## src/cpu_pkg.sv

```systemverilog
`default_nettype none

package cpu_pkg;

	// ==============================
	// Widths and latencies
	localparam int XLEN = 32;
	localparam int REG_ADDR_W = 5;
	localparam int TAG_W = 4;
	localparam int MUL_LATENCY = 2;
	localparam int MUL_COUNT_W = $clog2(MUL_LATENCY + 1);
	localparam int DIV_COUNT_W = $clog2(XLEN);

	// ==============================
	// Instruction encodings
	typedef enum logic [2:0] {
		CLASS_ARITH   = 3'd0,
		CLASS_SHIFT   = 3'd1,
		CLASS_COMPARE = 3'd2,
		CLASS_JUMP    = 3'd3,
		CLASS_BRANCH  = 3'd4,
		CLASS_MULDIV  = 3'd5
	} inst_class_e;

	typedef enum logic [3:0] {
		ALU_ADD  = 4'd0,
		ALU_SUB  = 4'd1,
		ALU_AND  = 4'd2,
		ALU_OR   = 4'd3,
		ALU_XOR  = 4'd4,
		ALU_SLL  = 4'd5,
		ALU_SRL  = 4'd6,
		ALU_SRA  = 4'd7,
		ALU_EQ   = 4'd8,
		ALU_NE   = 4'd9,
		ALU_LT   = 4'd10,
		ALU_LTU  = 4'd11,
		ALU_GE   = 4'd12,
		ALU_GEU  = 4'd13
	} alu_op_e;

	typedef enum logic [2:0] {
		OP_MUL   = 3'd0,
		OP_MULH  = 3'd1,
		OP_MULHU = 3'd2,
		OP_DIV   = 3'd3,
		OP_DIVU  = 3'd4,
		OP_REM   = 3'd5,
		OP_REMU  = 3'd6
	} muldiv_op_e;

	typedef enum logic [2:0] {
		SEL_ZERO = 3'd0,
		SEL_RS1  = 3'd1,
		SEL_RS2  = 3'd2,
		SEL_PC   = 3'd3,
		SEL_IMM  = 3'd4
	} operand_sel_e;

endpackage

`default_nettype wire

```

## src/cpu_register_file.sv

```systemverilog
`default_nettype none
`timescale 1ns/10ps

module cpu_register_file (
	input  wire                              i_clock,
	input  wire                              i_reset,
	input  wire [cpu_pkg::REG_ADDR_W-1:0]    i_rs1_index,
	input  wire [cpu_pkg::REG_ADDR_W-1:0]    i_rs2_index,
	output logic [cpu_pkg::XLEN-1:0]         o_rs1_data,
	output logic [cpu_pkg::XLEN-1:0]         o_rs2_data,
	input  wire                              i_write,
	input  wire [cpu_pkg::REG_ADDR_W-1:0]    i_rd_index,
	input  wire [cpu_pkg::XLEN-1:0]          i_rd_data
);

	import cpu_pkg::*;

	localparam int REG_COUNT = 2 ** REG_ADDR_W;

	// x0 has no storage
	logic [XLEN-1:0] regs [1:REG_COUNT-1];

	always_ff @(posedge i_clock) begin
		if (i_reset) begin
			for (int i = 1; i < REG_COUNT; i++) begin
				regs[i] <= '0;
			end
		end else if (i_write && i_rd_index != '0) begin
			regs[i_rd_index] <= i_rd_data;
		end
	end

	assign o_rs1_data = (i_rs1_index == '0) ? '0 : regs[i_rs1_index];
	assign o_rs2_data = (i_rs2_index == '0) ? '0 : regs[i_rs2_index];

endmodule

`default_nettype wire

```

## config.mk

```make
export PLATFORM = sky130hd
export DESIGN_NAME = cpu_register_file
export DESIGN_NICKNAME = d
export VERILOG_FILES = /design/src/cpu_pkg.sv /design/src/cpu_register_file.sv
export SDC_FILE = /design/constraint.sdc
export NUM_CORES = 2
export LEC_CHECK = 0
export ABC_CLOCK_PERIOD_IN_PS = 6000
export BUFFER_PORTS_ARGS = -buffer_cell sky130_fd_sc_hd__buf_2
export CAP_MARGIN = 15
export CORE_MARGIN = 1.5
export CORE_UTILIZATION = 60
export CTS_BUF_LIST = sky130_fd_sc_hd__clkbuf_16
export DETAILED_ROUTE_END_ITERATION = 6
export GPL_ROUTABILITY_DRIVEN = 0
export PLACE_DENSITY = 0.83
export SLEW_MARGIN = 20
export SYNTH_ARGS = -nofsm -noshare
export SYNTH_HDL_FRONTEND = slang
export SYNTH_SLANG_ARGS = --single-unit
```

## constraint.sdc

```tcl
create_clock -name i_clock -period 6 [get_ports i_clock]
set_input_delay 0.6 -clock i_clock [delete_from_list [all_inputs] [get_ports i_clock]]
set_output_delay 0.6 -clock i_clock [all_outputs]
set_load 0.005 [all_outputs]
```

==> impl_metrics.tcl <==
set metrics [dict create \
    outcome "finished, final reports clean" \
    crit_type "input port to output pin" \
    hold_path.class "input port to register" \
    muxShareOfSynthArea 0.213 \
    wl_per_cell_um 35.1 \
    setup_viol 0 \
    syn_area_um2 54600 \
    cts_max_level 3 \
    p_int_mw 13.1 \
    relSlewSlack 0.161 \
    reg_top3 "regs (1024)" \
    die-area_um2 92900 \
    synth_top_family_by_area "multiplexers" \
    hold_buffers 0 \
    power_density_nw_per_um2 290 \
    cp_cell_sequence "buf_2 > and2_2 > buf_4 > a22o_1 > a2111oi_1 > nor3_1 > buf_2" \
    clk_pin_slew_worst_paths_ns 0.06 \
    ys_seq_area_frac 0.563 \
    critPathTopFamily "simple AND/OR/NAND/NOR gates" \
    worst_pin_slew_ns 1.25 \
    startpoint_type "input port" \
    worst-path-buf-inv 3 \
    post_synth_num_cell_types 44 \
    grt_max_degree 84 \
    largest_reg_flops 1024 \
    fmax_mhz 213 \
    totalNegativeSetupSlack_ns 0 \
    critPathMostFrequentCell "buf_2" \
    yosys.area_share.simple 0.137 \
    synth.top_cell.area_share 0.563 \
    synth_xor_area_frac 0 \
    drt_wl_total_um 175000 \
    ant_nets 0 \
    drc 0 \
    async_flop_share 0 \
    cp.required_ns 5.40 \
    initial_utilization 0.606 \
    grt_pass1_vias 36400 \
    yosysMostFrequentCell "edfxtp_1" \
    post-route-period-util 0.783 \
    cpMaxStageDelayCell "and2_2" \
    synth_edf_count 1024 \
    netSwitchingPower_mw 4.26 \
    combPwrFrac 0.116 \
    final-max-slew-violation-count 0 \
    finalCoreUtilization 0.663 \
    yosys-top-cells-area "edfxtp_1, mux4_2, and2_1" \
    path_max_fanout 27 \
    post_cts_resized 0 \
    max_stage_delay_ns 0.92 \
    firstDrtPassIters 7 \
    rsz0062_at_grt "no" \
    clock_sinks 1024 \
    yosys_warnings 0 \
    arrival_ns 4.10 \
    antenna_found_initial 14 \
    postCtsSetupRepairBufs 0 \
    cts_tree "yes" \
    p_clk_frac 0.393 \
    place_area_um2 56200 \
    grt_pass1_wl_um 249000 \
    layout-drive-gt1-share 0.225 \
    dr_total_vias 37100 \
    drv_cap 0 \
    post-dp-hpwl_um 105000 \
    core-area_um2 90100 \
    ys.flop_type "edfxtp_1" \
    viasPerCell 7.43 \
    syn2layout_area_growth_pct 9.44 \
    final_cell_area_um2 59800 \
    holdPathEnd "regs[0][15]" \
    switching_share 0.246 \
    power.leakage_nw 21.2 \
    synth_common_cells "edfxtp_1, and2_1, mux4_2" \
    portBuffers 113 \
    cts-root-buf "clkbuf_16" \
    power.share.sequential 0.491 \
    overflow 0 \
    postSynthAreaPerCell_um2 14.5 \
    ioPinCount 114 \
    die_w_um 305 \
    cts_buffers 104 \
    worstHoldStart "i_rd_data[15]" \
    post_synth_fa_ha_maj_area_fraction 0 \
    synth_compound_area_frac 0.0539 \
    hold_viol 0 \
    rows 110 \
    detail_route.iter0.violations 6094 \
    syn_inst 3765 \
    top_register "regs" \
    synth.ff_latch_count 1024 \
    worstSetupEndpointType "output pin" \
    yosys.area.top_type "edfxtp_1" \
    min_period_ns 4.70 \
    dieHeight_um 305 \
    nNetsFinal 3777 \
    max-vdd-ir-drop_v 0.000247 \
    clock_path_buffers 3 \
    hold_depth 1 \
    grtUsageTotal 0.374 \
]
how the worst max path moves through the flow:
| stage | from | end | slack, ns | depth (start not counted) |
|---|---|---|---|---|
| after global placement | i_rs1_index[1] | o_rs1_data[22] | 1.66 | 7 |
| after floorplan | i_rs2_index[2] | o_rs2_data[5] | 3.15 | 7 |
| final | i_rs2_index[3] | o_rs2_data[15] | 1.30 | 7 |
| after detailed placement | i_rs2_index[3] | o_rs2_data[13] | 1.67 | 7 |
| after global routing | i_rs2_index[3] | o_rs2_data[13] | 1.45 | 7 |
| after CTS | i_rs2_index[3] | o_rs2_data[15] | 1.67 | 7 |
cells in the final DEF (no fill, tap or decap), types with 4 or more instances in the layout:
master,n
edfxtp_1,1024
and2_1,994
mux4_2,356
mux2i_1,322
buf_4,111
clkbuf_16,107
buf_2,107
a22oi_1,104
a21oi_1,56
o22ai_1,51
a22o_1,51
nor2b_1,50
a211oi_1,47
mux2_2,34
a2111oi_1,32
conb_1,32
nor2_2,31
nor4_1,28
or2_2,28
nor3_1,26
o21ai_0,26
a2111oi_0,23
inv_1,22
clkinv_1,21
clkinv_2,19
bufinv_16,18
o21ai_1,10
buf_12,9
diode_2,6
nor2b_4,6
nand2_1,6
nand3b_1,5
nor4_2,5
clkinv_4,5
a221oi_1,4
nand3_1,4
or2_4,4
final cells by class:
cell class / count / area, um^2
Fill cell: 6007 / 30400
Antenna cell: 6 / 15.0
Multi-Input combinational cell: 2364 / 22400
Tap cell: 1176 / 1470
Timing Repair Buffer: 232 / 1620
Clock buffer: 107 / 2680
Sequential cell: 1024 / 30700
Inverter: 1 / 3.75
Clock inverter: 87 / 873
through the flow:
step	power, mW	worst slack, ns	instances	hold WS [ns]
after floorplan	9.77	3.15	3796	0.699
after CTS	17.2	1.67	4991	0.360
after global routing	17.6	1.45	4992	0.405
after global placement	10.5	1.66	4797	1.09
after detailed placement	10.6	1.67	4797	1.09
final	17.3	1.30	4997	0.394
routing by layer:
metal,global-route usage,share of wire,vias to the layer above
li1,-,-,14400
met1,0.469,0.32,18400
met2,0.561,0.45,3620
met3,0.121,0.16,805
met4,0.250,0.078,20
met5,0,0.00063,-
kinds of logic (layout without fill, tap and decap cells):
family                 Yosys count  count (layout)
and+or+nand+nor               1213            1213
AOI/OAI and AO/OA              407             407
other                            1              38
buffers and inverters          408             427
muxes                          712             712
DFF                           1024            1024
power groups by stage:
stage | Combinational [mW] | Clock [mW] | Sequential (mW)
after floorplan | 1.24 | 0 | 8.53
after global placement | 1.90 | 0 | 8.59
after detailed placement | 1.93 | 0 | 8.63
after CTS | 1.94 | 6.78 | 8.48
after global routing | 2.05 | 7.04 | 8.52
final | 2.01 | 6.81 | 8.50
(Power assumes the default switching activity.)
