### config.mk
export PLATFORM = sky130hd
export DESIGN_NAME = cpu_execute
export DESIGN_NICKNAME = d
export VERILOG_FILES = /design/src/cpu_pkg.sv /design/src/cpu_alu.sv /design/src/cpu_multiply.sv /design/src/cpu_divide.sv /design/src/cpu_execute.sv
export SDC_FILE = /design/constraint.sdc
export NUM_CORES = 2
export LEC_CHECK = 0
export BUFFER_PORTS_ARGS = -buffer_cell sky130_fd_sc_hd__buf_2
export CELL_PAD_IN_SITES_DETAIL_PLACEMENT = 1
export CELL_PAD_IN_SITES_GLOBAL_PLACEMENT = 1
export CORE_MARGIN = 2
export CORE_UTILIZATION = 30
export CTS_CLUSTER_SIZE = 25
export DETAILED_ROUTE_END_ITERATION = 10
export PLACE_DENSITY = 0.59
export SLEW_MARGIN = 10
export SYNTH_ARGS = -nofsm -noshare
export SYNTH_HDL_FRONTEND = slang
export SYNTH_SLANG_ARGS = --single-unit
### constraint.sdc
create_clock -name i_clock -period 9.9 [get_ports i_clock]
set_clock_uncertainty 0.2 [all_clocks]
set_input_delay 0 -clock i_clock [delete_from_list [all_inputs] [get_ports i_clock]]
set_output_delay 0 -clock i_clock [all_outputs]
set_load 0.05 [all_outputs]
### src/cpu_pkg.sv
`default_nettype none

package cpu_pkg;

	// ==============================
	// Widths and latencies
	localparam int XLEN = 32;
	localparam int REG_ADDR_W = 5;
	localparam int TAG_W = 4;
	localparam int MUL_LATENCY = 2;
	localparam int MUL_COUNT_W = $clog2(MUL_LATENCY + 1);
	localparam int DIV_COUNT_W = $clog2(XLEN);

	// ==============================
	// Instruction encodings
	typedef enum logic [2:0] {
		CLASS_ARITH   = 3'd0,
		CLASS_SHIFT   = 3'd1,
		CLASS_COMPARE = 3'd2,
		CLASS_JUMP    = 3'd3,
		CLASS_BRANCH  = 3'd4,
		CLASS_MULDIV  = 3'd5
	} inst_class_e;

	typedef enum logic [3:0] {
		ALU_ADD  = 4'd0,
		ALU_SUB  = 4'd1,
		ALU_AND  = 4'd2,
		ALU_OR   = 4'd3,
		ALU_XOR  = 4'd4,
		ALU_SLL  = 4'd5,
		ALU_SRL  = 4'd6,
		ALU_SRA  = 4'd7,
		ALU_EQ   = 4'd8,
		ALU_NE   = 4'd9,
		ALU_LT   = 4'd10,
		ALU_LTU  = 4'd11,
		ALU_GE   = 4'd12,
		ALU_GEU  = 4'd13
	} alu_op_e;

	typedef enum logic [2:0] {
		OP_MUL   = 3'd0,
		OP_MULH  = 3'd1,
		OP_MULHU = 3'd2,
		OP_DIV   = 3'd3,
		OP_DIVU  = 3'd4,
		OP_REM   = 3'd5,
		OP_REMU  = 3'd6
	} muldiv_op_e;

	typedef enum logic [2:0] {
		SEL_ZERO = 3'd0,
		SEL_RS1  = 3'd1,
		SEL_RS2  = 3'd2,
		SEL_PC   = 3'd3,
		SEL_IMM  = 3'd4
	} operand_sel_e;

endpackage

`default_nettype wire

### src/cpu_alu.sv
`default_nettype none
`timescale 1ns/10ps

module cpu_alu (
	input  wire cpu_pkg::alu_op_e        i_op,
	input  wire [cpu_pkg::XLEN-1:0]      i_op1,
	input  wire [cpu_pkg::XLEN-1:0]      i_op2,
	output logic [cpu_pkg::XLEN-1:0]     o_result,
	output logic [cpu_pkg::XLEN-1:0]     o_shift_result,
	output logic                         o_compare_result
);

	import cpu_pkg::*;

	logic [4:0] shamt;

	assign shamt = i_op2[4:0];

	// Arithmetic and logic
	always_comb begin
		case (i_op)
			ALU_SUB: o_result = i_op1 - i_op2;
			ALU_AND: o_result = i_op1 & i_op2;
			ALU_OR:  o_result = i_op1 | i_op2;
			ALU_XOR: o_result = i_op1 ^ i_op2;
			default: o_result = i_op1 + i_op2;
		endcase
	end

	always_comb begin
		case (i_op)
			ALU_SRL: o_shift_result = i_op1 >> shamt;
			ALU_SRA: o_shift_result = XLEN'($signed(i_op1) >>> shamt);
			default: o_shift_result = i_op1 << shamt;
		endcase
	end

	// Signedness picked by the op
	always_comb begin
		case (i_op)
			ALU_EQ:  o_compare_result = (i_op1 == i_op2);
			ALU_NE:  o_compare_result = (i_op1 != i_op2);
			ALU_LT:  o_compare_result = ($signed(i_op1) < $signed(i_op2));
			ALU_LTU: o_compare_result = (i_op1 < i_op2);
			ALU_GE:  o_compare_result = ($signed(i_op1) >= $signed(i_op2));
			ALU_GEU: o_compare_result = (i_op1 >= i_op2);
			default: o_compare_result = 1'b0;
		endcase
	end

endmodule

`default_nettype wire

### src/cpu_multiply.sv
`default_nettype none
`timescale 1ns/10ps

module cpu_multiply (
	input  wire                          i_clock,
	input  wire                          i_signed_a,
	input  wire                          i_signed_b,
	input  wire [cpu_pkg::XLEN-1:0]      i_op1,
	input  wire [cpu_pkg::XLEN-1:0]      i_op2,
	output logic [2*cpu_pkg::XLEN-1:0]   o_result
);

	import cpu_pkg::*;

	logic signed [XLEN:0] op_a_q;
	logic signed [XLEN:0] op_b_q;
	logic [2*XLEN-1:0] product_q;

	// Stage one, operands with one extra sign bit
	always_ff @(posedge i_clock) begin
		op_a_q <= {i_signed_a & i_op1[XLEN-1], i_op1};
		op_b_q <= {i_signed_b & i_op2[XLEN-1], i_op2};
	end

	// Stage two, low 64 bits of the 33x33 product
	always_ff @(posedge i_clock) begin
		product_q <= (2*XLEN)'(op_a_q * op_b_q);
	end

	assign o_result = product_q;

endmodule

`default_nettype wire

### src/cpu_divide.sv
`default_nettype none
`timescale 1ns/10ps

module cpu_divide (
	input  wire                          i_clock,
	input  wire                          i_reset,
	input  wire                          i_start,
	input  wire                          i_signed,
	input  wire [cpu_pkg::XLEN-1:0]      i_numerator,
	input  wire [cpu_pkg::XLEN-1:0]      i_denominator,
	output logic                         o_done,
	output logic [cpu_pkg::XLEN-1:0]     o_quotient,
	output logic [cpu_pkg::XLEN-1:0]     o_remainder
);

	import cpu_pkg::*;

	logic busy;
	logic [DIV_COUNT_W-1:0] count;
	logic [XLEN-1:0] quot;
	logic [XLEN-1:0] rem;
	logic [XLEN-1:0] den;
	logic [XLEN-1:0] num_q;
	logic neg_q;
	logic neg_r;
	logic den_zero;
	logic num_neg;
	logic den_neg;
	logic [XLEN:0] shifted;
	logic [XLEN:0] diff;

	assign num_neg = i_signed && i_numerator[XLEN-1];
	assign den_neg = i_signed && i_denominator[XLEN-1];

	// One restoring step
	assign shifted = {rem, quot[XLEN-1]};
	assign diff = shifted - {1'b0, den};

	always_ff @(posedge i_clock) begin
		if (i_reset) begin
			busy <= 1'b0;
			count <= '0;
			o_done <= 1'b0;
		end else begin
			o_done <= 1'b0;
			if (i_start) begin
				busy <= 1'b1;
				count <= '0;
			end else if (busy) begin
				count <= count + 1'b1;
				if (count == DIV_COUNT_W'(XLEN - 1)) begin
					busy <= 1'b0;
					o_done <= 1'b1;
				end
			end
		end
	end

	// Magnitudes loaded at start
	always_ff @(posedge i_clock) begin
		if (i_start) begin
			quot <= num_neg ? -i_numerator : i_numerator;
			den <= den_neg ? -i_denominator : i_denominator;
			rem <= '0;
			num_q <= i_numerator;
			neg_q <= num_neg ^ den_neg;
			neg_r <= num_neg;
			den_zero <= (i_denominator == '0);
		end else if (busy) begin
			if (!diff[XLEN]) begin
				rem <= diff[XLEN-1:0];
				quot <= {quot[XLEN-2:0], 1'b1};
			end else begin
				rem <= shifted[XLEN-1:0];
				quot <= {quot[XLEN-2:0], 1'b0};
			end
		end
	end

	// Most negative by -1 wraps back to the numerator on its own
	assign o_quotient = den_zero ? '1 : (neg_q ? -quot : quot);
	assign o_remainder = den_zero ? num_q : (neg_r ? -rem : rem);

endmodule

`default_nettype wire

### src/cpu_execute.sv
`default_nettype none
`timescale 1ns/10ps

module cpu_execute (
	input  wire                              i_clock,
	input  wire                              i_reset,
	input  wire [cpu_pkg::TAG_W-1:0]         i_tag,
	input  wire cpu_pkg::inst_class_e        i_class,
	input  wire cpu_pkg::alu_op_e            i_alu_op,
	input  wire cpu_pkg::muldiv_op_e         i_muldiv_op,
	input  wire cpu_pkg::operand_sel_e       i_op1_sel,
	input  wire cpu_pkg::operand_sel_e       i_op2_sel,
	input  wire [cpu_pkg::REG_ADDR_W-1:0]    i_rd,
	input  wire [cpu_pkg::XLEN-1:0]          i_pc,
	input  wire [cpu_pkg::XLEN-1:0]          i_imm,
	input  wire [cpu_pkg::XLEN-1:0]          i_rs1_data,
	input  wire [cpu_pkg::XLEN-1:0]          i_rs2_data,
	input  wire                              i_hold,
	output logic                             o_busy,
	output logic                             o_rf_write,
	output logic [cpu_pkg::REG_ADDR_W-1:0]   o_rf_rd,
	output logic [cpu_pkg::XLEN-1:0]         o_rf_data,
	output logic [cpu_pkg::TAG_W-1:0]        o_tag,
	output logic [cpu_pkg::XLEN-1:0]         o_result,
	output logic [cpu_pkg::REG_ADDR_W-1:0]   o_rd,
	output logic                             o_jump,
	output logic [cpu_pkg::XLEN-1:0]         o_jump_pc,
	output logic                             o_fault
);

	import cpu_pkg::*;

	typedef enum logic [1:0] {IDLE, MUL_WAIT, DIV_WAIT} state_e;

	state_e state;
	logic [MUL_COUNT_W-1:0] mul_count;
	logic div_ready;
	logic accept, start, retire, wb_write, take_jump, fault_set;
	logic [XLEN-1:0] wb_value, jump_pc, op1, op2;
	logic [XLEN-1:0] alu_result, alu_shift_result;
	logic alu_compare_result;
	logic [2*XLEN-1:0] mul_result;
	logic is_div, div_signed, div_done;
	logic [XLEN-1:0] div_quotient, div_remainder;

	function automatic logic [XLEN-1:0] select_operand(operand_sel_e sel,
			logic [XLEN-1:0] rs1, logic [XLEN-1:0] rs2, logic [XLEN-1:0] pc,
			logic [XLEN-1:0] imm);
		case (sel)
			SEL_RS1: return rs1;
			SEL_RS2: return rs2;
			SEL_PC:  return pc;
			SEL_IMM: return imm;
			default: return '0;
		endcase
	endfunction

	assign op1 = select_operand(i_op1_sel, i_rs1_data, i_rs2_data, i_pc, i_imm);
	assign op2 = select_operand(i_op2_sel, i_rs1_data, i_rs2_data, i_pc, i_imm);

	// ==============================
	// Units
	cpu_alu u_alu (.i_op(i_alu_op), .i_op1(op1), .i_op2(op2), .o_result(alu_result),
		.o_shift_result(alu_shift_result), .o_compare_result(alu_compare_result));

	cpu_multiply u_multiply (.i_clock(i_clock), .i_signed_a(i_muldiv_op == OP_MULH),
		.i_signed_b(i_muldiv_op == OP_MULH), .i_op1(i_rs1_data), .i_op2(i_rs2_data),
		.o_result(mul_result));

	assign is_div = i_muldiv_op inside {OP_DIV, OP_DIVU, OP_REM, OP_REMU};
	assign div_signed = (i_muldiv_op == OP_DIV) || (i_muldiv_op == OP_REM);

	cpu_divide u_divide (.i_clock(i_clock), .i_reset(i_reset), .i_start(start && is_div),
		.i_signed(div_signed), .i_numerator(i_rs1_data), .i_denominator(i_rs2_data),
		.o_done(div_done), .o_quotient(div_quotient), .o_remainder(div_remainder));

	// ==============================
	// Accept and retire
	assign accept = (i_tag != o_tag) && !i_hold;
	assign o_busy = i_hold || (state != IDLE) || ((i_tag != o_tag) && i_class == CLASS_MULDIV);

	always_comb begin
		start = 1'b0;
		retire = 1'b0;
		wb_write = 1'b0;
		wb_value = alu_result;
		take_jump = 1'b0;
		jump_pc = i_pc + 32'd4;
		fault_set = 1'b0;
		case (state)
			IDLE: if (accept) begin
				retire = 1'b1;
				wb_write = 1'b1;
				case (i_class)
					CLASS_ARITH: wb_value = alu_result;
					CLASS_SHIFT: wb_value = alu_shift_result;
					CLASS_COMPARE: wb_value = {{(XLEN-1){1'b0}}, alu_compare_result};
					CLASS_JUMP: begin
						wb_value = i_pc + 32'd4;
						take_jump = 1'b1;
						jump_pc = alu_result;
					end
					CLASS_BRANCH: begin
						// Reports the compare, no register write
						wb_write = 1'b0;
						wb_value = {{(XLEN-1){1'b0}}, alu_compare_result};
						take_jump = 1'b1;
						if (alu_compare_result) jump_pc = i_pc + i_imm;
					end
					CLASS_MULDIV: begin
						retire = 1'b0;
						wb_write = 1'b0;
						start = 1'b1;
					end
					default: begin
						// Unknown class, dropped with a fault
						wb_write = 1'b0;
						fault_set = 1'b1;
					end
				endcase
			end
			MUL_WAIT: begin
				retire = !i_hold && mul_count == MUL_COUNT_W'(MUL_LATENCY);
				wb_write = retire;
				wb_value = (i_muldiv_op == OP_MUL) ? mul_result[XLEN-1:0] : mul_result[2*XLEN-1:XLEN];
			end
			default: begin
				retire = !i_hold && (div_done || div_ready);
				wb_write = retire;
				wb_value = (i_muldiv_op inside {OP_DIV, OP_DIVU}) ? div_quotient : div_remainder;
			end
		endcase
	end

	assign o_rf_write = retire && wb_write;
	assign o_rf_rd = i_rd;
	assign o_rf_data = wb_value;

	always_ff @(posedge i_clock) begin
		if (i_reset) begin
			state <= IDLE;
			mul_count <= '0;
			div_ready <= 1'b0;
			o_tag <= '0;
			o_result <= '0;
			o_rd <= '0;
			o_jump <= 1'b0;
			o_jump_pc <= '0;
			o_fault <= 1'b0;
		end else begin
			o_jump <= retire && take_jump;
			if (fault_set) o_fault <= 1'b1;
			// Done may land while held
			if (div_done) div_ready <= 1'b1;
			if (start) begin
				state <= is_div ? DIV_WAIT : MUL_WAIT;
				mul_count <= MUL_COUNT_W'(1);
			end else if (state == MUL_WAIT && !i_hold && !retire) begin
				mul_count <= mul_count + 1'b1;
			end
			if (retire) begin
				state <= IDLE;
				div_ready <= 1'b0;
				o_tag <= i_tag;
				o_result <= wb_value;
				o_rd <= i_rd;
				if (take_jump) o_jump_pc <= jump_pc;
			end
		end
	end

endmodule

`default_nettype wire

==> reports/qor.txt <==
status: finished with violations
failing checks: max-capacitance violations
Port-buffer cells: 269
WL final: 317000 microns
Slew Limit Headroom: 0.0127
Mapped Avg Cell Area: 8.53 sq um
synthesized area: 68800 sq um
R2R cell count: 26
post-synthesis cell count: 8070
CTS root buf: clkbuf_16
Post-Synth Adder-Cell Area: 0.397
commonest non-fill, non-tap cell in the layout: inv_1
Reg clk slew, reported paths: 0.07 ns
DR DRC count: 0
top-area cell type share of the netlist area: 0.328
worst-path fanout max: 15
Yosys reg bits: 348
unrepaired setup endpoints after global routing: no
top cells by area in the synthesized netlist: fa_1 33%, dfxtp_1 7.2%, ha_1 6.9%
largest net degree at the start of global routing: 87
initial antenna violation count: 39
simple-gate share of the synthesized area: 0.179
Tightest Pin Transition: 1.47 ns
CP max-delay cell: dfxtp_1
cts bufs inserted: 42
Max-Cap Viols: 1
clk_lat worst skew: 0.64 ns
Fin Hold WS: 0.0292 ns
Max Clk Rate: 0.112 GHz
detailed placement HPWL: 256000 microns
Final min period: 8.96 ns
GRT Util Overall: 0.269
via density per instance: 5.44
vias in the first global route: 65100
1st-iter DRT viols: 5720
first-pass GRT wire length: 462000 microns
drt first pass iters: 7
Cell Area, Placed: 73500 sq um
# H-tree levels: 2
slowest stage delay, CP: 1.09 ns
share of async-settable or async-resettable flops after synthesis: 0
fin crit share: 0.905
Critical R2R Launch: u_multiply.op_a_q[6]$_DFF_P_
DP Cell Count: 11100
mux share of post-synthesis cell area: 0.0336
share of cells above drive strength 1: 0.0812
IO Pins: 270
largest family of logic cells by synthesized area: adder cells
Worst Setup EP: u_multiply.o_result[63]$_DFF_P_
TritonCTS clock tree: done
setup violators final: 0
Hold Vio Cnt, Final: 0
Worst Hold Class: input pin to flop
critical path startpoint category: flop
setup tns final: 0 ns
CP most frequent cell: fa_1
Rows: 175
DIE WIDTH: 483 microns
Post-synth EDFFs: 99
post-synthesis sequential area ratio: 0.116
Chip Height: 483 microns
post-synthesis compound-gate area fraction: 0.141
Slew Viols, Final: 0
hold path depth: 2
Starting Density: 0.302
most frequent cells in the layout: 1235 x inv_1, 1129 x fa_1, 969 x nand2_1
Max clock buf depth: 3
worst reg2reg setup slack: 0.94 ns
Layout Area Growth over Synthesis: 10.7%
Synth area leader: fa_1
CORE AREA: 228000 sq um
Synth cell types: 101
Post-Synth XOR/XNOR Area: 0.0360
Synth Warn #: 0
Clock Sink Count: 348
critical path data arrival time: 9.24 ns
Critical Path RT: 10.18 ns
GPL Wtd Cong: 0.982
Finished Cell Area: 76200 sq um
Post-Layout Cell Count: 11300
reg2reg end: u_multiply.o_result[63]$_DFF_P_
post-route ant nets: 0
crit path from: u_multiply.op_a_q[6]$_DFF_P_
Via Count: 61300
# nets final: 9856
crit end category: flop
syn_nets: 9735
die area: 233000 sq um
min-delay src: i_rs2_data[1]
Setup CP Type: flop to flop
prevailing post-synth register cell: dfxtp_1
GR Overflow Total: 0
drt wl/cell: 28.2 microns
metrics by stage:
stage	setup WS (ns)	utilization
after floorplan	2.20	-
after global placement	1.06	0.323
after detailed placement	0.941	0.323
after CTS	0.891	0.334
after global routing	0.372	0.334
final	0.936	0.335
registers in the layout, summed over array words and instances, names as in the netlist, 32 cells and up:
name                 flops
u_multiply.o_result     64
u_divide.num_q          32
o_jump_pc               32
u_divide.rem            32
u_multiply.op_a_q       33
u_divide.quot           32
o_result                32
u_multiply.op_b_q       33
u_divide.den            32
routing by layer:
layer | global-route usage | part of all wire | up-vias | wire length (microns)
met3 | 0.0370 | 0.065 | 511 | 20600
li1 | - | - | 26500 | -
met2 | 0.415 | 0.44 | 2222 | 139000
met1 | 0.373 | 0.44 | 32000 | 141000
met5 | 0 | 0.00020 | - | 62
met4 | 0.120 | 0.052 | 10 | 16400
critical path: cells and delay by family (launching register included):
| family | cells | cell delay (ns) |
|---|---|---|
| AO/OA/AOI/OAI | 7 | 1.67 |
| XOR/XNOR | 1 | 0.13 |
| adder cells (fa/ha/maj) | 9 | 4.31 |
| buffers and inverters | 5 | 0.60 |
| flip-flops | 1 | 1.09 |
| AND/OR/NAND/NOR | 4 | 0.77 |
how the worst min path moves through the flow:
stage | endpoint | slack [ns]
after floorplan | u_multiply.op_a_q[0]$_DFF_P_ | -0.17
after global placement | u_multiply.op_b_q[27]$_DFF_P_ | 0.05
after detailed placement | u_multiply.op_b_q[27]$_DFF_P_ | 0.05
after CTS | u_multiply.op_b_q[28]$_DFF_P_ | 0.0003
after global routing | u_multiply.op_b_q[1]$_DFF_P_ | 0.003
final | u_multiply.op_b_q[1]$_DFF_P_ | 0.03
kinds of logic (layout without fill, tap and decap cells):
family | count (synthesis) | count (layout)
simple gates | 2518 | 2518
buf+inv | 1736 | 1891
fa+ha+maj | 1509 | 1509
compound gates | 1452 | 1452
flops | 348 | 348
xor+xnor | 283 | 283
mux | 224 | 224
other cells | 0 | 28
area by class of cell:
type	instances	area, sq um
Antenna cell	28	70.1
Clock buffer	53	1170
Clock inverter	25	365
Fill cell	26800	152000
Inverter	1247	4680
Multi-Input combinational cell	5986	54300
Sequential cell	348	7960
Tap cell	3009	3760
Timing Repair Buffer	566	3870
repair_timing:
| item | CTS | global route |
|---|---|---|
| endpoints found under the hold margin | 219 | 0 |
| hold buffers | 106 | 0 |
| gates resized for setup | 0 | 0 |
| endpoints found under the setup margin | 0 | 0 |
| buffers inserted | 0 | 0 |
Yosys cell counts (18+ instances only):
cell and instances:
a211oi_1 64, a21o_1 52, a21oi_1 403, a221oi_1 51, a22o_1 31, a31oi_1 35, and2_1 548, and3_1 40
buf_2 49, buf_4 18, clkbuf_1 399, dfxtp_1 249, edfxtp_1 99, fa_1 1129, ha_1 380, inv_1 1236
mux2_2 31, mux2i_1 190, nand2_1 969, nand2b_1 59, nand3_1 95, nand4_1 36, nor2_1 414, nor2b_1 50
nor3_1 115, nor4_1 25, o211ai_1 68, o21a_1 48, o21ai_0 289, o21bai_1 32, o221ai_1 43, o22ai_1 35
o31ai_1 40, o41ai_1 22, or2_2 23, or3_1 38, or4bb_1 23, xnor2_1 161, xor2_1 122
Power is not shown: default switching activity piles up to over one toggle a cycle in this logic, so the estimate is an artifact.
